[config.mk]
export PLATFORM = sky130hd
export DESIGN_NAME = display_scanout_flat
export DESIGN_NICKNAME = d
export VERILOG_FILES = /design/src/hw/buffer_config_pkg.sv /design/src/hw/video_modes_pkg.sv /design/src/hw/scan_timing_if.sv /design/src/hw/display_scanout.sv /design/src/flat_wrapper.sv
export SDC_FILE = /design/constraint.sdc
export NUM_CORES = 1
export LEC_CHECK = 0
export BUFFER_PORTS_ARGS = -buffer_cell sky130_fd_sc_hd__buf_2
export CORE_MARGIN = 1
export CORE_UTILIZATION = 45
export DETAILED_ROUTE_END_ITERATION = 16
export GPL_ROUTABILITY_DRIVEN = 1
export PLACE_DENSITY = 0.81
export SLEW_MARGIN = 10
export SYNTH_ARGS = -nofsm -noshare
export SYNTH_HDL_FRONTEND = slang
export SYNTH_SLANG_ARGS = --single-unit
[constraint.sdc]
create_clock -name clk_pixel -period 4.39 [get_ports clk_pixel]
set_clock_uncertainty 0.1 [all_clocks]
set_input_delay 0.6585 -clock clk_pixel [delete_from_list [all_inputs] [get_ports clk_pixel]]
set_output_delay 0.6585 -clock clk_pixel [all_outputs]
set_load 0.05 [all_outputs]
[src/hw/buffer_config_pkg.sv]
/* Frame buffer geometry and the packed pixel color format.
   A configuration constant from here is passed as the BUFFER_CONFIG parameter. */
package buffer_config_pkg;

    // Width of host write addresses and of the scanout read address
    localparam int MAX_ADDR_WIDTH = 16;

    // 12-bit color, red in the low nibble
    typedef struct packed {
        logic [3:0] blue;
        logic [3:0] green;
        logic [3:0] red;
    } color_t;

    typedef struct packed {
        logic [15:0] width;
        logic [15:0] height;
        logic [15:0] addr_width;
    } buffer_config_t;

    // Quarter resolution buffer for 640x480
    localparam buffer_config_t BUFFER_160x120x12 = '{
        width: 16'd160, height: 16'd120, addr_width: 16'd15
    };

    // Quarter resolution buffer for the 64x48 test mode
    localparam buffer_config_t BUFFER_16x12x12 = '{
        width: 16'd16, height: 16'd12, addr_width: 16'd8
    };

    // Number of color words held by a buffer
    function automatic int buffer_depth(buffer_config_t cfg);
        return int'(cfg.width) * int'(cfg.height);
    endfunction

endpackage

[src/hw/video_modes_pkg.sv]
/* Video mode descriptions for the raster timing and scanout blocks.
   A mode constant from here is passed as the VIDEO_MODE parameter. */
package video_modes_pkg;

    // Width of the x and y raster counters
    localparam int POS_WIDTH = 12;

    // Horizontal and vertical timing, sync polarity 1 means active high
    typedef struct packed {
        logic [15:0] h_resolution;
        logic [15:0] h_front_porch;
        logic [15:0] h_sync;
        logic [15:0] h_back_porch;
        logic [15:0] v_resolution;
        logic [15:0] v_front_porch;
        logic [15:0] v_sync;
        logic [15:0] v_back_porch;
        logic        h_sync_pol;
        logic        v_sync_pol;
    } video_mode_t;

    // Standard 640x480 at 60 Hz, both syncs negative
    localparam video_mode_t VMODE_640x480p60 = '{
        h_resolution: 16'd640, h_front_porch: 16'd16, h_sync: 16'd96, h_back_porch: 16'd48,
        v_resolution: 16'd480, v_front_porch: 16'd10, v_sync: 16'd2, v_back_porch: 16'd33,
        h_sync_pol: 1'b0, v_sync_pol: 1'b0
    };

    // Small mode for fast simulation, 80 clocks per line and 56 lines
    localparam video_mode_t VMODE_TEST_64x48 = '{
        h_resolution: 16'd64, h_front_porch: 16'd4, h_sync: 16'd8, h_back_porch: 16'd4,
        v_resolution: 16'd48, v_front_porch: 16'd2, v_sync: 16'd3, v_back_porch: 16'd3,
        h_sync_pol: 1'b1, v_sync_pol: 1'b1
    };

    // Total clocks per line, blanking included
    function automatic int line_width(video_mode_t mode);
        return int'(mode.h_resolution) + int'(mode.h_front_porch)
             + int'(mode.h_sync) + int'(mode.h_back_porch);
    endfunction

    // Total lines per frame, blanking included
    function automatic int frame_height(video_mode_t mode);
        return int'(mode.v_resolution) + int'(mode.v_front_porch)
             + int'(mode.v_sync) + int'(mode.v_back_porch);
    endfunction

endpackage
[src/hw/scan_timing_if.sv]
/* Current raster position with its sync and active flags.
   Driven by the timing generator, read by the scanout. */
`timescale 1ns/1ps

interface scan_timing_if;

    logic [video_modes_pkg::POS_WIDTH-1:0] x;
    logic [video_modes_pkg::POS_WIDTH-1:0] y;
    // Syncs are already at mode polarity
    logic hsync;
    logic vsync;
    logic active;
    // High only at position 0,0
    logic frame_start;

    modport source (
        output x, y, hsync, vsync, active, frame_start
    );

    modport sink (
        input x, y, hsync, vsync, active, frame_start
    );

endinterface

[src/hw/display_scanout.sv]
/* Maps raster positions to buffer addresses and drives the registered VGA pins.
   Flags are delayed two clocks to line up with the color from the buffer. */
`timescale 1ns/1ps

module display_scanout #(
    parameter video_modes_pkg::video_mode_t VIDEO_MODE = video_modes_pkg::VMODE_640x480p60,
    parameter buffer_config_pkg::buffer_config_t BUFFER_CONFIG =
        buffer_config_pkg::BUFFER_160x120x12
) (
    input  logic clk_pixel,
    input  logic rstn_pixel,
    scan_timing_if.sink timing,
    output logic [buffer_config_pkg::MAX_ADDR_WIDTH-1:0] rd_addr,
    input  buffer_config_pkg::color_t rd_data,
    output logic vga_hsync,
    output logic vga_vsync,
    output logic [3:0] vga_red,
    output logic [3:0] vga_green,
    output logic [3:0] vga_blue,
    output logic frame_start
);

    localparam int AW = buffer_config_pkg::MAX_ADDR_WIDTH;
    localparam int BUF_WIDTH = int'(BUFFER_CONFIG.width);
    // Each buffer pixel covers 2**SCALE screen pixels in each direction
    localparam int SCALE = $clog2(int'(VIDEO_MODE.h_resolution) / BUF_WIDTH);
    localparam logic H_IDLE = ~VIDEO_MODE.h_sync_pol;
    localparam logic V_IDLE = ~VIDEO_MODE.v_sync_pol;

    logic [31:0] buf_x;
    logic [31:0] buf_y;

    always_comb begin
        buf_x = 32'(timing.x) >> SCALE;
        buf_y = 32'(timing.y) >> SCALE;
        rd_addr = AW'(buf_y * BUF_WIDTH + buf_x);
    end

    // First delay stage, aligned with rd_data
    logic hsync_d1;
    logic vsync_d1;
    logic active_d1;
    logic frame_start_d1;

    always_ff @(posedge clk_pixel or negedge rstn_pixel) begin
        if (!rstn_pixel) begin
            hsync_d1 <= H_IDLE;
            vsync_d1 <= V_IDLE;
            active_d1 <= 1'b0;
            frame_start_d1 <= 1'b0;
        end else begin
            hsync_d1 <= timing.hsync;
            vsync_d1 <= timing.vsync;
            active_d1 <= timing.active;
            frame_start_d1 <= timing.frame_start;
        end
    end

    // Unpack and blank outside the active area
    logic [3:0] red;
    logic [3:0] green;
    logic [3:0] blue;

    always_comb begin
        red = active_d1 ? rd_data.red : 4'h0;
        green = active_d1 ? rd_data.green : 4'h0;
        blue = active_d1 ? rd_data.blue : 4'h0;
    end

    // Output pins, second delay stage
    always_ff @(posedge clk_pixel or negedge rstn_pixel) begin
        if (!rstn_pixel) begin
            vga_hsync <= H_IDLE;
            vga_vsync <= V_IDLE;
            vga_red <= 4'h0;
            vga_green <= 4'h0;
            vga_blue <= 4'h0;
            frame_start <= 1'b0;
        end else begin
            vga_hsync <= hsync_d1;
            vga_vsync <= vsync_d1;
            vga_red <= red;
            vga_green <= green;
            vga_blue <= blue;
            frame_start <= frame_start_d1;
        end
    end

endmodule

[src/flat_wrapper.sv]
// flat-port wrapper written by rule: the top's interface ports become plain ports
module display_scanout_flat 
#(
    parameter video_modes_pkg::video_mode_t VIDEO_MODE = video_modes_pkg::VMODE_640x480p60,
    parameter buffer_config_pkg::buffer_config_t BUFFER_CONFIG =
        buffer_config_pkg::BUFFER_160x120x12
)
  (clk_pixel, rstn_pixel, rd_addr, rd_data, vga_hsync, vga_vsync, vga_red, vga_green, vga_blue, frame_start, timing_x, timing_y, timing_hsync, timing_vsync, timing_active, timing_frame_start);
  scan_timing_if timing_i ();
  input  logic clk_pixel;
  input  logic rstn_pixel;
  output logic [buffer_config_pkg::MAX_ADDR_WIDTH-1:0] rd_addr;
  input  buffer_config_pkg::color_t rd_data;
  output logic vga_hsync;
  output logic vga_vsync;
  output logic [3:0] vga_red;
  output logic [3:0] vga_green;
  output logic [3:0] vga_blue;
  output logic frame_start;
  input wire logic [$bits(timing_i.x)-1:0] timing_x;
  input wire logic [$bits(timing_i.y)-1:0] timing_y;
  input wire logic [$bits(timing_i.hsync)-1:0] timing_hsync;
  input wire logic [$bits(timing_i.vsync)-1:0] timing_vsync;
  input wire logic [$bits(timing_i.active)-1:0] timing_active;
  input wire logic [$bits(timing_i.frame_start)-1:0] timing_frame_start;
  assign timing_i.x = timing_x;
  assign timing_i.y = timing_y;
  assign timing_i.hsync = timing_hsync;
  assign timing_i.vsync = timing_vsync;
  assign timing_i.active = timing_active;
  assign timing_i.frame_start = timing_frame_start;
  display_scanout #(.VIDEO_MODE(VIDEO_MODE), .BUFFER_CONFIG(BUFFER_CONFIG)) u_core (.clk_pixel(clk_pixel), .rstn_pixel(rstn_pixel), .timing(timing_i), .rd_addr(rd_addr), .rd_data(rd_data), .vga_hsync(vga_hsync), .vga_vsync(vga_vsync), .vga_red(vga_red), .vga_green(vga_green), .vga_blue(vga_blue), .frame_start(frame_start));
endmodule
==> insert_results.sql, run 1 <==
INSERT INTO impl_metrics (metric_group, metric, value, unit) VALUES
('cells_and_area', 'antenna_cells', '0', ''),
('setup_path', 'crit_start', 'timing_y[3]', ''),
('setup_path', 'worst-r2r-setup-slack', '3490', 'ps'),
('global_route', 'grt_max_degree', '20', ''),
('timing', 'timing.fmax', '247.9', 'MHz'),
('placed_design', 'post-dp-hpwl', '2.076', 'mm'),
('timing', 'worstMarginPinSlew', '416.3', 'ps'),
('timing', 'layout_worst_path_cycle_share', '0.9190', ''),
('cts', 'post_cts.repair.setup_buffers', '0', ''),
('setup_path', 'worstSetupEndpointType', 'output port', ''),
('setup_path', 'regToRegEndpoint', 'u_core.vga_blue[1]$_DFF_PN0_', ''),
('synthesis', 'synthAdderAreaFrac', '0.2178', ''),
('setup_path', 'worstReg2RegStart', 'u_core.active_d1$_DFF_PN0_', ''),
('cts', 'clk_transition_reported_paths', '90', 'ps'),
('timing', 'layout_min_cycle_time', '4035', 'ps'),
('die', 'coreArea', '2781', 'um^2'),
('die', 'start_util', '0.4791', ''),
('cells_and_area', 'layout.nets', '240', ''),
('setup_path', 'required', '3630', 'ps'),
('run_status', 'status', 'completed', ''),
('cts', 'number_of_sinks_on_the_clock_net', '19', ''),
('synthesis', 'synth-compound-area-share', '0.1277', ''),
('cts', 'postCtsHoldBufs', '0', ''),
('placed_design', 'placement.io_buffers', '58', ''),
('cells_and_area', 'finalCoreUtilization', '0.5920', ''),
('run', 'maxCapViolations', '0', ''),
('die', 'die_h', '56.42', 'um'),
('setup_path', 'maximum_fanout_along_the_worst_path', '3', ''),
('synthesis', 'synth.yosys.seq_area_share', '0.3606', ''),
('cts', 'cts_tree', 'yes', ''),
('synthesis', 'syn-cell-area', '1333', 'um^2'),
('setup_path', 'timing.critical_path.to', 'rd_addr[15]', ''),
('drt', 'route.vias.total', '1083', ''),
('timing', 'setup_total_negative_slack', '0', 'ps'),
('global_route', 'grt_pass1_wl', '4.174', 'mm'),
('timing', 'timing.hold.ws', '175.8', 'ps'),
('global_route', 'grt_antenna_before_repair', '0', ''),
('synthesis', 'flops_latches_synth', '19', ''),
('placed_design', 'pre_cts_slack', '349.5', 'ps'),
('synthesis', 'syn_inst', '119', ''),
('timing', 'relSlewSlack', '0.7153', ''),
('drt', 'first_pass_drt_iterations', '4', ''),
('die', 'rows', '19', ''),
('power', 'power.static_leakage', '0.0008843', 'uW'),
('global_route', 'gr-total-overflow', '0', ''),
('timing', 'worst_slack', '355.4', 'ps'),
('cells_and_area', 'fraction_of_layout_cells_with_a_size_suffix_above_1', '0.4229', ''),
('drt', 'detail_route.iter0.violations', '21', ''),
('synthesis', 'mean_cell_area_of_the_mapped_netlist', '11.20', 'um^2'),
('cts', 'post_cts_resize_count', '0', ''),
('global_route', 'grt_use_total', '0.1632', ''),
('cts', 'cts_max_path_buffers', '2', ''),
('placed_design', 'post_dp_cell_area', '1620', 'um^2'),
('global_route', 'first_global_vias', '1075', ''),
('placed_design', 'place.gp.congestion', '0.7065', ''),
('setup_path', 'rr_worst_depth', '1', ''),
('synthesis', 'synth.yosys.warnings', '0', ''),
('die', 'io_pins', '73', ''),
('cells_and_area', 'layout.filler_cells', '235', ''),
('drt', 'drt-vias-per-instance', '5.257', ''),
('cells_and_area', 'area_growth_synth_to_finish', '23.57', '%'),
('die', 'chipWidth', '56.42', 'um'),
('synthesis', 'synth_area_in_xor_xnor', '0.1033', ''),
('setup_path', 'crit_path_start_kind', 'input port', ''),
('synthesis', 'synth.lib_cells_used.distinct', '37', ''),
('timing', 'final-max-slew-violation-count', '0', ''),
('cts', 'tritoncts.num_buffers', '3', ''),
('power', 'power.density_cell_area', '379.2', 'nW/um^2'),
('cts', 'master_cell_of_the_clock_root_buffer', 'clkbuf_4', ''),
('drt', 'detail_route.wirelength', '2.382', 'mm'),
('synthesis', 'synth.mux.area_fraction', '0', '');
-- worst max-delay path: stages --
cell and delay [ps]:
buf_2 120, ha_1 300, ha_1 230, fa_1 470, ha_1 330, o21a_1 120
o31a_1 170, o21ai_2 90, nand3b_4 180, nor3_2 180, xor2_1 150, buf_2 270
-- state kept, by name, summed over array words and instances, names as in the netlist --
register               flops
u_core.frame_start_d1      1
u_core.hsync_d1            1
u_core.frame_start         1
u_core.vga_hsync           1
u_core.vsync_d1            1
u_core.vga_blue            4
u_core.vga_red             4
u_core.vga_vsync           1
u_core.vga_green           4
u_core.active_d1           1
-- how the worst min path moves through the flow --
stage	cells after the start	end	start	slack, ps
4_1_cts	1	u_core.vga_blue[1]$_DFF_PN0_	rstn_pixel	180
3_5_place_dp	0	u_core.frame_start$_DFF_PN0_	u_core.frame_start_d1$_DFF_PN0_	240
3_3_place_gp	0	u_core.frame_start$_DFF_PN0_	u_core.frame_start_d1$_DFF_PN0_	240
6_report	1	u_core.vga_red[1]$_DFF_PN0_	rstn_pixel	180
5_1_grt	1	u_core.vga_red[1]$_DFF_PN0_	rstn_pixel	190
2_1_floorplan	0	u_core.frame_start$_DFF_PN0_	u_core.frame_start_d1$_DFF_PN0_	230
-- logic make-up after synthesis --
| group | Yosys count |
|---|---|
| compound gates | 25 |
| xor+xnor | 14 |
| fa+ha+maj | 22 |
| buf+inv | 11 |
| flops | 19 |
| simple gates | 28 |
-- Yosys cell counts (all sizes together) --
library cell / n / area, um^2
a2111oi: 1 / 8.760
a211oi: 3 / 27.52
a21o: 3 / 22.52
a21oi: 7 / 35.03
a31o: 1 / 8.760
and2: 12 / 75.07
and3b: 1 / 8.760
buf: 5 / 37.54
clkbuf: 1 / 3.750
dfrtp: 15 / 375.4
dfstp: 4 / 105.1
fa: 2 / 40.04
ha: 20 / 250.2
inv: 5 / 18.77
nand2: 1 / 3.750
nand2b: 2 / 12.51
nand3: 2 / 15.01
nand3b: 2 / 27.53
nand4: 1 / 6.260
nor2: 3 / 13.77
nor2b: 1 / 6.260
nor3: 3 / 25.02
o21a: 1 / 7.510
o21ai: 5 / 28.77
o21bai: 3 / 22.52
o31a: 1 / 8.760
xnor2: 8 / 77.58
xor2: 6 / 60.06
-- where the power goes --
part	leakage, uW	switching, uW	internal, uW
Clock	0.0000150	46.6	35.4
Sequential	0.000232	2.92	185
Combinational	0.000638	246	108
Total	0.000884	296	329
-- through the flow --
step                      cells  total power [uW]
after CTS                   206             632.6
after detailed placement    202             547.2
final                       206             624.4
after global routing        206             661.4
after global placement      202             539.4
after floorplan             119             482.7
-- per-layer routing --
metal	vias up	share of wire	wire length, um	global-route usage
met1	493	0.37	884	0.1762
met4	0	0.034	81	0.08014
met3	11	0.063	150	0.01843
met5	-	0	0	0
met2	51	0.53	1265	0.3112
li1	528	-	-	-
-- area by class of cell --
| type | count | area, um^2 | share of cell area |
|---|---|---|---|
| clock buffer | 4 | 26.28 | 0.01596 |
| sequential | 19 | 480.5 | 0.2918 |
| inverter | 5 | 18.77 | 0.01140 |
| timing repair buffer | 58 | 290.3 | 0.1763 |
| tap | 31 | 38.79 | 0.02356 |
| multi-input combinational | 89 | 792.0 | 0.4810 |
-- cells in the final DEF (no fill, tap or decap), types with 2 or more instances in the layout --
master,instances
a211oi_1,2
a21oi_1,7
fa_1,2
nor3_2,2
o21ai_0,3
xor2_1,5
xnor2_1,7
nor2_1,2
inv_1,5
nand2b_1,2
dfstp_2,4
and2_1,12
o21bai_1,3
a21o_1,3
dfrtp_1,15
ha_1,20
clkbuf_4,3
buf_2,58
Power figures use the tool's default switching activity.
==> run 2, diff against run 1 <==
--- a/config.mk
+++ b/config.mk
@@ -8,6 +8,7 @@
 export BUFFER_PORTS_ARGS = -buffer_cell sky130_fd_sc_hd__buf_2
 export CORE_MARGIN = 1
 export CORE_UTILIZATION = 45
+export CTS_BUF_LIST = sky130_fd_sc_hd__clkbuf_4 sky130_fd_sc_hd__clkbuf_8 sky130_fd_sc_hd__clkbuf_16
 export DETAILED_ROUTE_END_ITERATION = 16
 export GPL_ROUTABILITY_DRIVEN = 1
 export PLACE_DENSITY = 0.81
==> run 2 against run 1 <==
- sequential power is essentially flat
- routed wire length grew 0.21%
- core utilization grew 0.13 points
- sequential share of layout area decreased by 0.066 points
==> insert_results.sql, run 2 (synthesis gave the netlist of run 1 again) <==
INSERT INTO impl_metrics (metric_group, metric, value, unit) VALUES
('cells_and_area', 'area_growth_synth_to_finish', '23.85', '%'),
('global_route', 'first_global_vias', '1077', ''),
('timing', 'layout_min_cycle_time', '4035', 'ps'),
('drt', 'detail_route.drc_violations', '0', ''),
('cells_and_area', 'layout.cells.most_common_list', '58 x buf_2, 20 x ha_1, 15 x dfrtp_1', ''),
('drt', 'detail-route-antenna-nets', '0', ''),
('power', 'power.static_leakage', '0.0008878', 'uW'),
('setup_path', 'critical_path.n_buffers_inverters', '2', ''),
('cts', 'cts_max_path_buffers', '2', ''),
('placed_design', 'post-dp-hpwl', '2.076', 'mm'),
('placed_design', 'place.gp.congestion', '0.7065', ''),
('global_route', 'grt.met3_usage', '0.01843', ''),
('timing', 'timing.hold.ws', '174.8', 'ps'),
('timing', 'setup_total_negative_slack', '0', 'ps'),
('die', 'die_h', '56.42', 'um'),
('die', 'chipWidth', '56.42', 'um'),
('global_route', 'grtUsageMet2', '0.3129', ''),
('timing', 'grt_setup_unrepaired', 'no', ''),
('setup_path', 'crit_slowest_cell', 'fa_1', ''),
('timing', 'relSlewSlack', '0.7153', ''),
('cts', 'post_cts_resize_count', '0', ''),
('setup_path', 'timing.critical_path.to', 'rd_addr[15]', ''),
('setup_path', 'regToRegEndpoint', 'u_core.vga_blue[1]$_DFF_PN0_', ''),
('cells_and_area', 'largest_regs', 'u_core.vga_blue x4, u_core.vga_green x4, u_core.vga_red x4', ''),
('timing', 'timing.fmax', '247.9', 'MHz'),
('cells_and_area', 'layout.nets', '240', ''),
('cells_and_area', 'fraction_of_layout_cells_with_a_size_suffix_above_1', '0.4286', ''),
('placed_design', 'dpl.cell_count', '202', ''),
('setup_path', 'path_depth', '12', ''),
('power', 'power.ir.vdd_worst', '325.9', 'uV'),
('setup_path', 'worstPathCellList', 'buf_2 > ha_1 > ha_1 > fa_1 > ha_1 > o21a_1 > o31a_1 > o21ai_2 > nand3b_4 > nor3_2 > xor2_1 > buf_2', ''),
('global_route', 'busiest_layer_in_global_routing', 'met2', ''),
('setup_path', 'crit_start', 'timing_y[3]', ''),
('timing', 'hold_violations', '0', ''),
('placed_design', 'placement.io_buffers', '58', ''),
('die', 'start_util', '0.4791', ''),
('setup_path', 'worstReg2RegStart', 'u_core.active_d1$_DFF_PN0_', ''),
('setup_path', 'rr_worst_depth', '1', ''),
('cells_and_area', 'most_frequent_standard_cell_in_the_layout_excluding_fill_and_tap_cells', 'buf_2', ''),
('cells_and_area', 'final-seq-area', '480.5', 'um^2'),
('cts', 'post_cts.repair.setup_buffers', '0', ''),
('global_route', 'grt_max_degree', '20', ''),
('hold_path', 'hold_path.class', 'in -> async', ''),
('drt', 'detail_route.iter0.violations', '20', ''),
('global_route', 'grt_pass1_wl', '4.188', 'mm'),
('cells_and_area', 'total_area_of_multi_input_combinational_cells', '792.0', 'um^2'),
('drt', 'wire_per_inst', '11.59', 'um'),
('timing', 'layout_worst_path_cycle_share', '0.9190', ''),
('setup_path', 'worst_ep_arrival_time', '3280', 'ps'),
('setup_path', 'worst_path_most_repeated_cell', 'ha_1', ''),
('cts', 'master_cell_of_the_clock_root_buffer', 'clkbuf_4', ''),
('cells_and_area', 'layout_cells_excl_fill', '206', ''),
('cells_and_area', 'finalCoreUtilization', '0.5933', ''),
('drt', 'route.vias.total', '1084', ''),
('setup_path', 'maximum_fanout_along_the_worst_path', '3', ''),
('run_status', 'status', 'completed', ''),
('drt', 'drt-vias-per-instance', '5.262', ''),
('cells_and_area', 'antenna_cells', '0', ''),
('setup_path', 'worstSetupPathType', 'in -> out', ''),
('global_route', 'grt_use_total', '0.1637', ''),
('cts', 'htree_num_levels', '1', ''),
('placed_design', 'post_dp_cell_area', '1620', 'um^2'),
('setup_path', 'critPathTopFamily', 'adder cells', ''),
('cts', 'cts_tree', 'yes', ''),
('timing', 'worstMarginPinSlew', '416.3', 'ps'),
('setup_path', 'worstSetupEndpointType', 'output port', ''),
('global_route', 'met1_usage', '0.1762', ''),
('die', 'io_pins', '73', ''),
('global_route', 'grt_antenna_before_repair', '0', ''),
('cts', 'number_of_sinks_on_the_clock_net', '19', ''),
('cells_and_area', 'cell_area_after_layout', '1650', 'um^2'),
('timing', 'final-max-slew-violation-count', '0', ''),
('die', 'coreArea', '2781', 'um^2'),
('die', 'die-area', '3183', 'um^2'),
('setup_path', 'worst-r2r-setup-slack', '3490', 'ps'),
('drt', 'first_pass_drt_iterations', '4', ''),
('cts', 'clock_network_latency_to_the_later_pin_of_the_worst_skew_pair', '290', 'ps'),
('cts', 'postCtsHoldBufs', '0', ''),
('setup_path', 'required', '3630', 'ps'),
('run', 'maxCapViolations', '0', ''),
('cts', 'clk_transition_reported_paths', '90', 'ps'),
('global_route', 'gr-total-overflow', '0', ''),
('setup_path', 'max_stage_delay', '470', 'ps'),
('die', 'rows', '19', ''),
('timing', 'report.final.setup_viol', '0', ''),
('power', 'power.density_cell_area', '382.5', 'nW/um^2'),
('cells_and_area', 'layout.filler_cells', '237', ''),
('drt', 'detail_route.wirelength', '2.387', 'mm'),
('setup_path', 'crit_path_start_kind', 'input port', ''),
('cts', 'tritoncts.num_buffers', '3', '');
==> run 2: cell type report <==
cell class              instances  area share
repair buffers                 58      0.1759
flip-flops and latches         19      0.2911
inverters                       5     0.01137
well taps                      31     0.02350
clock buffers                   4     0.01820
multi-input cells              89      0.4799
==> run 2: stage by stage <==
step	worst slack, ps	total power (uW)
floorplan	298.3	482.7
global placement	446.2	539.4
detailed placement	349.5	547.2
CTS	351.2	639.1
global route	233.6	668.4
finish	355.4	631.2
==> run 2: worst min path at each step <==
stage	startpoint	to	cells past startpoint
floorplan	u_core.frame_start_d1$_DFF_PN0_	u_core.frame_start$_DFF_PN0_	0
global placement	u_core.frame_start_d1$_DFF_PN0_	u_core.frame_start$_DFF_PN0_	0
detailed placement	u_core.frame_start_d1$_DFF_PN0_	u_core.frame_start$_DFF_PN0_	0
CTS	rstn_pixel	u_core.vga_blue[1]$_DFF_PN0_	1
global route	rstn_pixel	u_core.vga_red[1]$_DFF_PN0_	1
finish	rstn_pixel	u_core.vga_blue[1]$_DFF_PN0_	1
==> run 2: report_power, final <==
part	internal [uW]	total [uW]	leakage (uW)	switching, uW
clock	41.5	88.7	0.0000184	47.2
combinational	108	354	0.000638	246
sequential	185	188	0.000232	2.93
==> run 2: routing by layer <==
metal	vias to the layer above	routed length [um]
li1	528	-
met1	494	885
met2	51	1269
met3	11	150
met4	0	81
met5	-	0
