**src/hw/video_modes_pkg.sv**
```systemverilog
/* Video mode descriptions for the raster timing and scanout blocks.
   A mode constant from here is passed as the VIDEO_MODE parameter. */
package video_modes_pkg;

    // Width of the x and y raster counters
    localparam int POS_WIDTH = 12;

    // Horizontal and vertical timing, sync polarity 1 means active high
    typedef struct packed {
        logic [15:0] h_resolution;
        logic [15:0] h_front_porch;
        logic [15:0] h_sync;
        logic [15:0] h_back_porch;
        logic [15:0] v_resolution;
        logic [15:0] v_front_porch;
        logic [15:0] v_sync;
        logic [15:0] v_back_porch;
        logic        h_sync_pol;
        logic        v_sync_pol;
    } video_mode_t;

    // Standard 640x480 at 60 Hz, both syncs negative
    localparam video_mode_t VMODE_640x480p60 = '{
        h_resolution: 16'd640, h_front_porch: 16'd16, h_sync: 16'd96, h_back_porch: 16'd48,
        v_resolution: 16'd480, v_front_porch: 16'd10, v_sync: 16'd2, v_back_porch: 16'd33,
        h_sync_pol: 1'b0, v_sync_pol: 1'b0
    };

    // Small mode for fast simulation, 80 clocks per line and 56 lines
    localparam video_mode_t VMODE_TEST_64x48 = '{
        h_resolution: 16'd64, h_front_porch: 16'd4, h_sync: 16'd8, h_back_porch: 16'd4,
        v_resolution: 16'd48, v_front_porch: 16'd2, v_sync: 16'd3, v_back_porch: 16'd3,
        h_sync_pol: 1'b1, v_sync_pol: 1'b1
    };

    // Total clocks per line, blanking included
    function automatic int line_width(video_mode_t mode);
        return int'(mode.h_resolution) + int'(mode.h_front_porch)
             + int'(mode.h_sync) + int'(mode.h_back_porch);
    endfunction

    // Total lines per frame, blanking included
    function automatic int frame_height(video_mode_t mode);
        return int'(mode.v_resolution) + int'(mode.v_front_porch)
             + int'(mode.v_sync) + int'(mode.v_back_porch);
    endfunction

endpackage
```
**src/hw/scan_timing_if.sv**
```systemverilog
/* Current raster position with its sync and active flags.
   Driven by the timing generator, read by the scanout. */
`timescale 1ns/1ps

interface scan_timing_if;

    logic [video_modes_pkg::POS_WIDTH-1:0] x;
    logic [video_modes_pkg::POS_WIDTH-1:0] y;
    // Syncs are already at mode polarity
    logic hsync;
    logic vsync;
    logic active;
    // High only at position 0,0
    logic frame_start;

    modport source (
        output x, y, hsync, vsync, active, frame_start
    );

    modport sink (
        input x, y, hsync, vsync, active, frame_start
    );

endinterface

```
**src/hw/scan_timing.sv**
```systemverilog
/* Raster generator that walks every position of a video mode, one per clock.
   Flags are computed for the next position so they register with the counters. */
`timescale 1ns/1ps

module scan_timing #(
    parameter video_modes_pkg::video_mode_t VIDEO_MODE = video_modes_pkg::VMODE_640x480p60
) (
    input logic clk_pixel,
    input logic rstn_pixel,
    scan_timing_if.source timing
);

    localparam int PW = video_modes_pkg::POS_WIDTH;
    localparam int LINE_WIDTH = video_modes_pkg::line_width(VIDEO_MODE);
    localparam int FRAME_HEIGHT = video_modes_pkg::frame_height(VIDEO_MODE);

    // Sync windows start after the active area and the front porch
    localparam int H_SYNC_START = int'(VIDEO_MODE.h_resolution) + int'(VIDEO_MODE.h_front_porch);
    localparam int H_SYNC_END = H_SYNC_START + int'(VIDEO_MODE.h_sync);
    localparam int V_SYNC_START = int'(VIDEO_MODE.v_resolution) + int'(VIDEO_MODE.v_front_porch);
    localparam int V_SYNC_END = V_SYNC_START + int'(VIDEO_MODE.v_sync);

    // Idle level of each sync line
    localparam logic H_IDLE = ~VIDEO_MODE.h_sync_pol;
    localparam logic V_IDLE = ~VIDEO_MODE.v_sync_pol;

    logic [PW-1:0] x_next;
    logic [PW-1:0] y_next;
    logic hsync_next;
    logic vsync_next;
    logic active_next;
    logic frame_start_next;

    // Next raster position, wrapping at the end of the line and frame
    always_comb begin
        x_next = timing.x + 1'b1;
        y_next = timing.y;
        if (timing.x == PW'(LINE_WIDTH - 1)) begin
            x_next = '0;
            if (timing.y == PW'(FRAME_HEIGHT - 1)) begin
                y_next = '0;
            end else begin
                y_next = timing.y + 1'b1;
            end
        end
    end

    // Inverting the window with the idle level applies the polarity
    always_comb begin
        hsync_next = ((x_next >= PW'(H_SYNC_START)) && (x_next < PW'(H_SYNC_END))) ^ H_IDLE;
        vsync_next = ((y_next >= PW'(V_SYNC_START)) && (y_next < PW'(V_SYNC_END))) ^ V_IDLE;
        active_next = (x_next < PW'(VIDEO_MODE.h_resolution))
                   && (y_next < PW'(VIDEO_MODE.v_resolution));
        frame_start_next = (x_next == '0) && (y_next == '0);
    end

    // Reset state describes position 0,0
    always_ff @(posedge clk_pixel or negedge rstn_pixel) begin
        if (!rstn_pixel) begin
            timing.x <= '0;
            timing.y <= '0;
            timing.hsync <= H_IDLE;
            timing.vsync <= V_IDLE;
            timing.active <= 1'b1;
            timing.frame_start <= 1'b1;
        end else begin
            timing.x <= x_next;
            timing.y <= y_next;
            timing.hsync <= hsync_next;
            timing.vsync <= vsync_next;
            timing.active <= active_next;
            timing.frame_start <= frame_start_next;
        end
    end

endmodule

```
**src/flat_wrapper.sv**
```systemverilog
// flat-port wrapper written by rule: the top's interface ports become plain ports
module scan_timing_flat 
#(
    parameter video_modes_pkg::video_mode_t VIDEO_MODE = video_modes_pkg::VMODE_640x480p60
)
  (clk_pixel, rstn_pixel, timing_x, timing_y, timing_hsync, timing_vsync, timing_active, timing_frame_start);
  scan_timing_if timing_i ();
  input logic clk_pixel;
  input logic rstn_pixel;
  output wire logic [$bits(timing_i.x)-1:0] timing_x;
  output wire logic [$bits(timing_i.y)-1:0] timing_y;
  output wire logic [$bits(timing_i.hsync)-1:0] timing_hsync;
  output wire logic [$bits(timing_i.vsync)-1:0] timing_vsync;
  output wire logic [$bits(timing_i.active)-1:0] timing_active;
  output wire logic [$bits(timing_i.frame_start)-1:0] timing_frame_start;
  assign timing_x = timing_i.x;
  assign timing_y = timing_i.y;
  assign timing_hsync = timing_i.hsync;
  assign timing_vsync = timing_i.vsync;
  assign timing_active = timing_i.active;
  assign timing_frame_start = timing_i.frame_start;
  scan_timing #(.VIDEO_MODE(VIDEO_MODE)) u_core (.clk_pixel(clk_pixel), .rstn_pixel(rstn_pixel), .timing(timing_i));
endmodule
```
**config.mk**
```make
export PLATFORM = sky130hd
export DESIGN_NAME = scan_timing_flat
export DESIGN_NICKNAME = d
export VERILOG_FILES = /design/src/hw/video_modes_pkg.sv /design/src/hw/scan_timing_if.sv /design/src/hw/scan_timing.sv /design/src/flat_wrapper.sv
export SDC_FILE = /design/constraint.sdc
export NUM_CORES = 1
export LEC_CHECK = 0
export BUFFER_PORTS_ARGS = -buffer_cell sky130_fd_sc_hd__buf_2
export CAP_MARGIN = 10
export CORE_UTILIZATION = 49
export CTS_BUF_LIST = sky130_fd_sc_hd__clkbuf_16
export DETAILED_ROUTE_END_ITERATION = 7
export GPL_TIMING_DRIVEN = 0
export PLACE_DENSITY = 0.75
export SKIP_CTS_REPAIR_TIMING = 1
export SYNTH_ARGS = -nofsm -noshare
export SYNTH_HDL_FRONTEND = slang
export SYNTH_SLANG_ARGS = --single-unit
```
**constraint.sdc**
```tcl
create_clock -name clk_pixel -period 1.85 [get_ports clk_pixel]
set_input_delay 0.2775 -clock clk_pixel [delete_from_list [all_inputs] [get_ports clk_pixel]]
set_output_delay 0.2775 -clock clk_pixel [all_outputs]
set_load 0.01 [all_outputs]
```
==> results of run 1 <==
layout make-up:
class	instances	area (um2)	share of cell area, %
Clock inverter	1	3.75	0.186
Buffer	2	22.5	1.12
Inverter	7	26.3	1.30
Clock buffer	3	75.1	3.72
Multi-Input combinational cell	116	908	45.0
Sequential cell	28	708	35.1
Tap cell	44	55.1	2.73
Timing Repair Buffer	39	218	10.8
placed cells by master (no fill, tap or decap), types with 7 or more instances in the layout:
cell     synthesis  routed
buf_2            0      30
buf_4            0       9
dfrtp_1         24      22
inv_1            7       7
nand2_1         12      12
nand3_1         10       9
nand4_1          7       7
nor2_1           8       8
nor3_1           7       7
o21ai_0         11       8
xnor2_1          9       8
path summary, 6_finish.rpt:
check	end	startpoint	slack, ps
setup / recovery	u_core.timing.frame_start$_DFF_PN1_	u_core.timing.x[11]$_DFF_PN0_	-360
hold / removal	u_core.timing.x[11]$_DFF_PN0_	rstn_pixel	30
setup reg to reg	u_core.timing.frame_start$_DFF_PN1_	u_core.timing.x[11]$_DFF_PN0_	-360
hold reg to reg	u_core.timing.x[0]$_DFF_PN0_	u_core.timing.x[0]$_DFF_PN0_	490
max in group asynchronous	u_core.timing.y[0]$_DFF_PN0_	rstn_pixel	1380
min in group clk_pixel	u_core.timing.x[0]$_DFF_PN0_	u_core.timing.x[0]$_DFF_PN0_	490
state kept, by name, summed over array words and instances, names as in the netlist:
signal	cells
u_core.timing.hsync	1
u_core.timing.x	12
u_core.timing.y	12
u_core.timing.frame_start	1
u_core.timing.vsync	1
u_core.timing.active	1
critical path, cell delays in order, from the launching register on:
cell and delay [ps]:
dfrtp_1 440, and4bb_4 430, and4b_1 270, buf_6 150
nand4_4 130, xnor2_4 180, nor4_2 310, and4_1 230
metrics by stage:
step | util, % | instances | setup slack (ps) | hold WS (ps) | TNS [ps]
floorplan | - | 154 | -188 | -18.1 | -446
global placement | 58.4 | 227 | -302 | 316 | -827
detailed placement | 58.4 | 227 | -339 | 323 | -1020
CTS | 61.0 | 231 | -369 | 47.2 | -1190
global route | 66.1 | 240 | -485 | 73.9 | -1700
finish | 66.1 | 240 | -361 | 27.2 | -1050
cells by family (layout without fill, tap and decap cells):
kind of cell | count (synthesis) | in the layout
and+or+nand+nor | 74 | 74
DFF | 28 | 28
AOI/OAI and AO/OA | 24 | 24
xor gates and xnor gates | 14 | 14
buffers and inverters | 10 | 52
adders and majority gates | 4 | 4
per-layer routing:
metal / vias up / global-route usage [%] / wire [um]
met5: - / 0 / 0
met4: 0 / 8.16 / 26
met3: 4 / 2.86 / 241
met2: 61 / 38.9 / 1980
met1: 702 / 31.4 / 1710
li1: 663 / - / -
power breakdown:
group	switching (mW)	internal (mW)
Sequential	0	0.613
Combinational	0.0113	0.000756
Clock	0.190	0.289
==> impl_metrics.json, run 1 <==
{
  "globalplace.congestion": 0.921,
  "hold_viol": 0,
  "overflow": 0,
  "clockBufferDepth": 2,
  "outcome": "finished, violations left",
  "port_buffers": 29,
  "synth_nets": 160,
  "min_path_type": "in -> async",
  "diodes": 0,
  "cts.sinks": 28,
  "synthTopCellsByCount": "24 x dfrtp_1, 12 x nand2_1, 11 x o21ai_0",
  "violations": "negative setup slack",
  "grt_max_degree": 29,
  "drive_above_1_share_pct": 39.3,
  "syn_area_um2": 1570,
  "initial_core_util_pct": 51.5,
  "first_global_vias": 1257,
  "synth_seq_cells": 28,
  "post-route-period-util_pct": 120,
  "slew-limit-headroom_pct": 58.9,
  "fmax_mhz": 452,
  "p_per_area_nw_per_um2": 547,
  "seq_area_frac_synth_pct": 44.9,
  "tightest_slew_ps": 617,
  "reg2reg_depth": 7,
  "hpwl_um": 2610,
  "setup_violations": 4,
  "end_kind": "flop",
  "drt-initial-drc-count": 85,
  "rsz0062_at_grt": "yes",
  "ys_warn_count": 0,
  "drt-pass1-iter-count": 4,
  "htreeDepth": 1,
  "post_drt_via_cell_ratio": 5.96,
  "p_leak_nw": 0.928,
  "cp-start-kind": "flop",
  "worst-path-max-fanout": 6,
  "synth-adder-area-share_pct": 3.18,
  "drc": 0,
  "yosysMostFrequentCell": "dfrtp_1",
  "syn_inst": 154,
  "antenna_found_initial": 0,
  "ir_drop_mv": 0.321,
  "synth_top_area_share_pct": 38.2,
  "wl_per_cell_um": 16.5,
  "final_area_um2": 2020,
  "core-area_um2": 3050,
  "synth_edf_count": 0,
  "grt_use_total_pct": 23.3,
  "avgSynthCellArea_um2": 10.2,
  "cts-root-buf": "clkbuf_16",
  "clk_pin_slew_ps": 60,
  "grt_pass1_wl_um": 6030,
  "required_ps": 2050,
  "synth_top_cell_by_area": "dfrtp_1",
  "cp.arrival_ps": 2410,
  "synthMuxAreaShare_pct": 0,
  "synth_ff_type": "dfrtp_1",
  "dieWidth_um": 58.6,
  "synthArstFlopShare_pct": 100,
  "fillers": 249,
  "clock_latency_ps": 260,
  "ys_types": 42,
  "crit_type": "reg -> reg",
  "finalPower_mw": 1.10,
  "ios": 30,
  "fin_crit_ps": 2210,
  "clock_skew_ps": 2.83,
  "vias": 1430,
  "ant_nets": 0,
  "die_h_um": 58.6,
  "area_delta_synth_final_pct": 28.3,
  "cts_tree": "done",
  "routed_wl_um": 3970,
  "place_area_um2": 1780,
  "synth-simple-area-share_pct": 29.8,
  "dieArea_um2": 3440,
  "rows": 20,
  "cts_buffers": 3,
  "yosys-top-cells-area": "dfrtp_1 38%, dfstp_2 6.7%, xnor2_1 5.0%",
  "synth_top_family_by_area": "simple AND/OR/NAND/NOR gates",
  "layout_setup_ws_ps": -361,
  "max_cap_viol_count": 0,
  "fin_nets": 203,
  "drv_slew": 0,
  "synth_xor_area_share_pct": 8.76,
  "synth_compound_area_share_pct": 10.0
}
Note: power is estimated with default switching activity, not from simulation.
==> run 2, diff against run 1 <==
--- a/config.mk
+++ b/config.mk
@@ -8,7 +8,6 @@
 export BUFFER_PORTS_ARGS = -buffer_cell sky130_fd_sc_hd__buf_2
 export CAP_MARGIN = 10
 export CORE_UTILIZATION = 49
-export CTS_BUF_LIST = sky130_fd_sc_hd__clkbuf_16
 export DETAILED_ROUTE_END_ITERATION = 7
 export GPL_TIMING_DRIVEN = 0
 export PLACE_DENSITY = 0.75
==> run 2 against run 1 <==
The run still ends with negative setup slack left. Clock skew rose by 2.3 ps. Non-clock buffer count rose by 5. Critical path depth rose by 2. Via count rose by 2.9%. Die area did not move. Total power fell by 16%. Sequential power barely moved. Critical path type unchanged.
==> impl_metrics.json, run 2 (synthesis gave the netlist of run 1 again) <==
{
  "dieArea_um2": 3440,
  "placed_cells": 227,
  "clock_skew_ps": 5.12,
  "clk_pin_slew_ps": 150,
  "critPathSlowestCell": "dfrtp_1",
  "rsz0062_at_grt": "yes",
  "clock_latency_ps": 330,
  "reg2reg_depth": 9,
  "r2r-start": "u_core.timing.x[1]$_DFF_PN0_",
  "drt-pass1-iter-count": 4,
  "r2r_slack_ps": -310,
  "violations": "negative setup slack",
  "core-area_um2": 3050,
  "layout_setup_ws_ps": -307,
  "post_drt_via_cell_ratio": 6.01,
  "grt_use_total_pct": 22.4,
  "max_cap_viol_count": 0,
  "area_delta_synth_final_pct": 33.3,
  "final_util_pct": 68.6,
  "rows": 20,
  "htreeDepth": 1,
  "dieWidth_um": 58.6,
  "mostFrequentLayoutCell": "buf_2",
  "worst-path-max-fanout": 6,
  "drive_above_1_share_pct": 43.8,
  "setup_violations": 5,
  "wl_per_cell_um": 16.9,
  "fin_cells": 245,
  "finalPower_uw": 926,
  "routed_wl_um": 4140,
  "cp.arrival_ps": 2430,
  "place_area_um2": 1780,
  "globalplace.congestion": 0.921,
  "tightest_slew_ps": 608,
  "final_cell_mix": "29 x buf_2, 22 x dfrtp_1, 12 x buf_4",
  "fillers": 245,
  "clockBufferDepth": 2,
  "slew-limit-headroom_pct": 59.5,
  "hold_viol": 0,
  "first_global_vias": 1268,
  "cts-root-buf": "clkbuf_4",
  "crit_family": "simple AND/OR/NAND/NOR gates",
  "initial_core_util_pct": 51.5,
  "biggestRegsByFlops": "u_core.timing.x x12, u_core.timing.y x12",
  "ir_drop_mv": 0.278,
  "final_area_um2": 2090,
  "fin_nets": 208,
  "worst-path-buf-inv": 2,
  "cp-start-kind": "flop",
  "vias": 1472,
  "drc": 0,
  "cts_tree": "done",
  "crit_type": "reg -> reg",
  "fmax_mhz": 464,
  "diodes": 0,
  "fin_crit_ps": 2160,
  "end_kind": "flop",
  "timing.rr.end": "u_core.timing.frame_start$_DFF_PN1_",
  "port_buffers": 29,
  "slowest_delay_ps": 450,
  "overflow": 0,
  "min_path_type": "in -> async",
  "die_h_um": 58.6,
  "antenna_found_initial": 0,
  "cts.sinks": 28,
  "p_leak_nw": 0.952,
  "hpwl_um": 2610,
  "drv_slew": 0,
  "post-route-period-util_pct": 117,
  "ios": 30,
  "p_per_area_nw_per_um2": 442,
  "required_ps": 2130,
  "grt_max_degree": 29,
  "tns_ps": -1050,
  "ant_nets": 0,
  "outcome": "finished, violations left",
  "drt-initial-drc-count": 96,
  "cts_buffers": 3,
  "crit_chain": "ha_4 > and4_1 > buf_6 > and4b_1 > buf_6 > nand4_4 > xnor2_2 > nor4_2 > and4_1",
  "grt_pass1_wl_um": 5880
}
[run 2: cell count changes in the layout (fill, tap and decap cells not counted), moves of 2 or more]
cell       before  now
buf_6           2    4
clkbuf_16       3    0
clkbuf_4        0    3
buf_4           9   12
[run 2: how the worst max path moves through the flow]
stage	startpoint	endpoint	cells after the start
floorplan	u_core.timing.x[1]$_DFF_PN0_	u_core.timing.active$_DFF_PN1_	9
finish	u_core.timing.x[1]$_DFF_PN0_	u_core.timing.frame_start$_DFF_PN1_	9
global route	u_core.timing.x[5]$_DFF_PN0_	u_core.timing.frame_start$_DFF_PN1_	6
detailed placement	u_core.timing.x[1]$_DFF_PN0_	u_core.timing.frame_start$_DFF_PN1_	9
global placement	u_core.timing.x[1]$_DFF_PN0_	u_core.timing.frame_start$_DFF_PN1_	9
CTS	u_core.timing.x[1]$_DFF_PN0_	u_core.timing.frame_start$_DFF_PN1_	9
[run 2: through the flow]
| step | hold slack [ps] | setup slack [ps] |
|---|---|---|
| floorplan | -18.1 | -188 |
| global placement | 316 | -302 |
| detailed placement | 323 | -339 |
| CTS | -42.1 | -381 |
| global route | 513 | -518 |
| finish | 466 | -307 |
[run 2: metal layers]
metal,GRT usage (%),part of all wire [%],vias to the layer above
met4,8.16,2.7,0
li1,-,-,680
met1,31.2,43,720
met3,3.52,4.4,23
met5,0,0,-
met2,35.6,50,49
[run 2: worst register-to-register path: stages, from the launching register on]
cell and delay [ps]:
dfrtp_1 450, ha_4 150, and4_1 180, buf_6 130
and4b_1 260, buf_6 160, nand4_4 110, xnor2_2 190
nor4_2 270, and4_1 220
[run 2: area by class of cell]
type,count,area [um2],share of cell area [%]
Buffer,2,22.5,1.08
Tap cell,44,55.1,2.63
Sequential cell,28,708,33.8
Inverter,7,26.3,1.25
Timing Repair Buffer,44,268,12.8
Clock buffer,4,36.3,1.73
Multi-Input combinational cell,116,978,46.7
[run 2: power by group]
part,internal (mW),switching (mW),total (mW)
Clock,0.121,0.179,0.300
Combinational,0.00212,0.0113,0.0134
Sequential,0.613,0,0.613
==> run 3, diff against run 2 <==
--- a/config.mk
+++ b/config.mk
@@ -5,12 +5,13 @@
 export SDC_FILE = /design/constraint.sdc
 export NUM_CORES = 1
 export LEC_CHECK = 0
-export BUFFER_PORTS_ARGS = -buffer_cell sky130_fd_sc_hd__buf_2
+export BUFFER_PORTS_ARGS = -buffer_cell sky130_fd_sc_hd__buf_4
 export CAP_MARGIN = 10
+export CORE_MARGIN = 4
 export CORE_UTILIZATION = 49
 export DETAILED_ROUTE_END_ITERATION = 7
 export GPL_TIMING_DRIVEN = 0
-export PLACE_DENSITY = 0.75
+export PLACE_DENSITY_LB_ADDON = 0.08
 export SKIP_CTS_REPAIR_TIMING = 1
 export SYNTH_ARGS = -nofsm -noshare
 export SYNTH_HDL_FRONTEND = slang
==> run 3 against run 2 <==
The run still ends with negative setup slack left. Cell count fell by 0.82%. Combinational power rose by 7%. Die area rose by 22%. Non-clock buffer count fell by 2. Global-route usage fell by 2.9 points. Critical path type unchanged. Critical endpoint is now u_core.timing.vsync$_DFF_PN1_. Largest power group unchanged.
==> impl_metrics.json, run 3 (synthesis gave the netlist of run 1 again) <==
{
  "dieWidth_um": 64.6,
  "cts.sinks": 28,
  "cts_buffers": 3,
  "layout_setup_ws_ps": -367,
  "rsz0062_at_grt": "yes",
  "tightest_slew_ps": 454,
  "end_kind": "flop",
  "regArea_um2": 709,
  "violations": "negative setup slack",
  "finalPower_uw": 900,
  "p_per_area_nw_per_um2": 430,
  "fin_nets": 206,
  "r2r-start": "u_core.timing.x[1]$_DFF_PN0_",
  "multi_input_comb_area_um2": 938,
  "cts-root-buf": "clkbuf_4",
  "dieArea_um2": 4180,
  "setup_violations": 5,
  "drive_above_1_share_pct": 41.2,
  "grt_use_total_pct": 19.5,
  "drv_slew": 0,
  "tns_ps": -1160,
  "crit_family": "simple AND/OR/NAND/NOR gates",
  "required_ps": 2100,
  "fillers": 259,
  "hpwl_um": 2750,
  "htreeDepth": 1,
  "hold_viol": 0,
  "cp-start-kind": "flop",
  "clock_latency_ps": 340,
  "wl_per_cell_um": 16.4,
  "drt-initial-drc-count": 92,
  "biggestRegsByFlops": "u_core.timing.x x12, u_core.timing.y x12",
  "clock_skew_ps": 18.7,
  "crit_chain": "ha_2 > and4_1 > buf_6 > and4b_1 > buf_6 > nand4_4 > xnor2_2 > and4_4 > nand4_1",
  "overflow": 0,
  "worst-path-buf-inv": 2,
  "globalplace.congestion": 0.807,
  "pre_cts_slack_ps": -369,
  "grt_pass1_wl_um": 6200,
  "slowest_delay_ps": 430,
  "mostFrequentLayoutCell": "buf_4",
  "worst-path-max-fanout": 9,
  "post-route-period-util_pct": 120,
  "fin_crit_ps": 2220,
  "diodes": 0,
  "critPathSlowestCell": "dfrtp_1",
  "final_cell_mix": "40 x buf_4, 21 x dfrtp_1, 11 x nand2_1",
  "place_area_um2": 1860,
  "clockBufferDepth": 2,
  "antenna_found_initial": 0,
  "outcome": "finished, violations left",
  "routed_wl_um": 3990,
  "fmax_mhz": 451,
  "reg2reg_depth": 9,
  "ir_drop_mv": 0.325,
  "die_h_um": 64.6,
  "timing.rr.end": "u_core.timing.vsync$_DFF_PN1_",
  "ant_nets": 0,
  "rows": 20,
  "drc": 0,
  "max_cap_viol_count": 0,
  "final_area_um2": 2090,
  "cts_tree": "done",
  "grt_max_degree": 29,
  "crit_type": "reg -> reg",
  "core-area_um2": 3050,
  "first_global_vias": 1246,
  "post_drt_via_cell_ratio": 5.80,
  "cp_common_cell": "buf_6",
  "clk_pin_slew_ps": 160,
  "r2r_slack_ps": -370,
  "cp.arrival_ps": 2460,
  "area_delta_synth_final_pct": 33.2,
  "vias": 1410,
  "ios": 30,
  "drt-pass1-iter-count": 4,
  "slew-limit-headroom_pct": 69.5,
  "hold_ws_ps": 364,
  "port_buffers": 29,
  "initial_core_util_pct": 51.5,
  "min_path_type": "in -> async",
  "p_leak_nw": 0.935
}
## run 3: where the power goes
part / internal (mW) / switching [mW]
logic: 0.00281 / 0.0116
clock network: 0.0848 / 0.188
registers: 0.613 / 0
## run 3: worst max path at each step
stage                            startpoint                                  end  cells past startpoint
2_1_floorplan  u_core.timing.x[1]$_DFF_PN0_       u_core.timing.active$_DFF_PN1_                      9
3_3_place_gp   u_core.timing.x[1]$_DFF_PN0_  u_core.timing.frame_start$_DFF_PN1_                      9
3_5_place_dp   u_core.timing.x[1]$_DFF_PN0_  u_core.timing.frame_start$_DFF_PN1_                      9
4_1_cts        u_core.timing.x[1]$_DFF_PN0_  u_core.timing.frame_start$_DFF_PN1_                      9
5_1_grt        u_core.timing.x[1]$_DFF_PN0_  u_core.timing.frame_start$_DFF_PN1_                      8
6_report       u_core.timing.x[1]$_DFF_PN0_        u_core.timing.vsync$_DFF_PN1_                      9
## run 3: metal layers
layer | vias to the layer above | track usage (%) | routed length [um]
met2 | 48 | 30.7 | 1890
met5 | - | 0 | 0
met1 | 684 | 28.0 | 1810
li1 | 670 | - | -
met4 | 0 | 5.54 | 50
met3 | 8 | 2.60 | 235
## run 3: layout make-up
class	instances	area share (%)
tap	44	2.63
clock buffer	4	1.26
sequential	28	33.9
buffer	2	1.08
timing repair buffer	42	15.1
inverter	7	1.26
multi-input combinational	116	44.8
## run 3: stage by stage
stage / util, % / cells
after floorplan: - / 154
final: 68.6 / 243
after global routing: 68.6 / 243
after CTS: 61.7 / 231
after detailed placement: 60.8 / 227
after global placement: 60.8 / 227
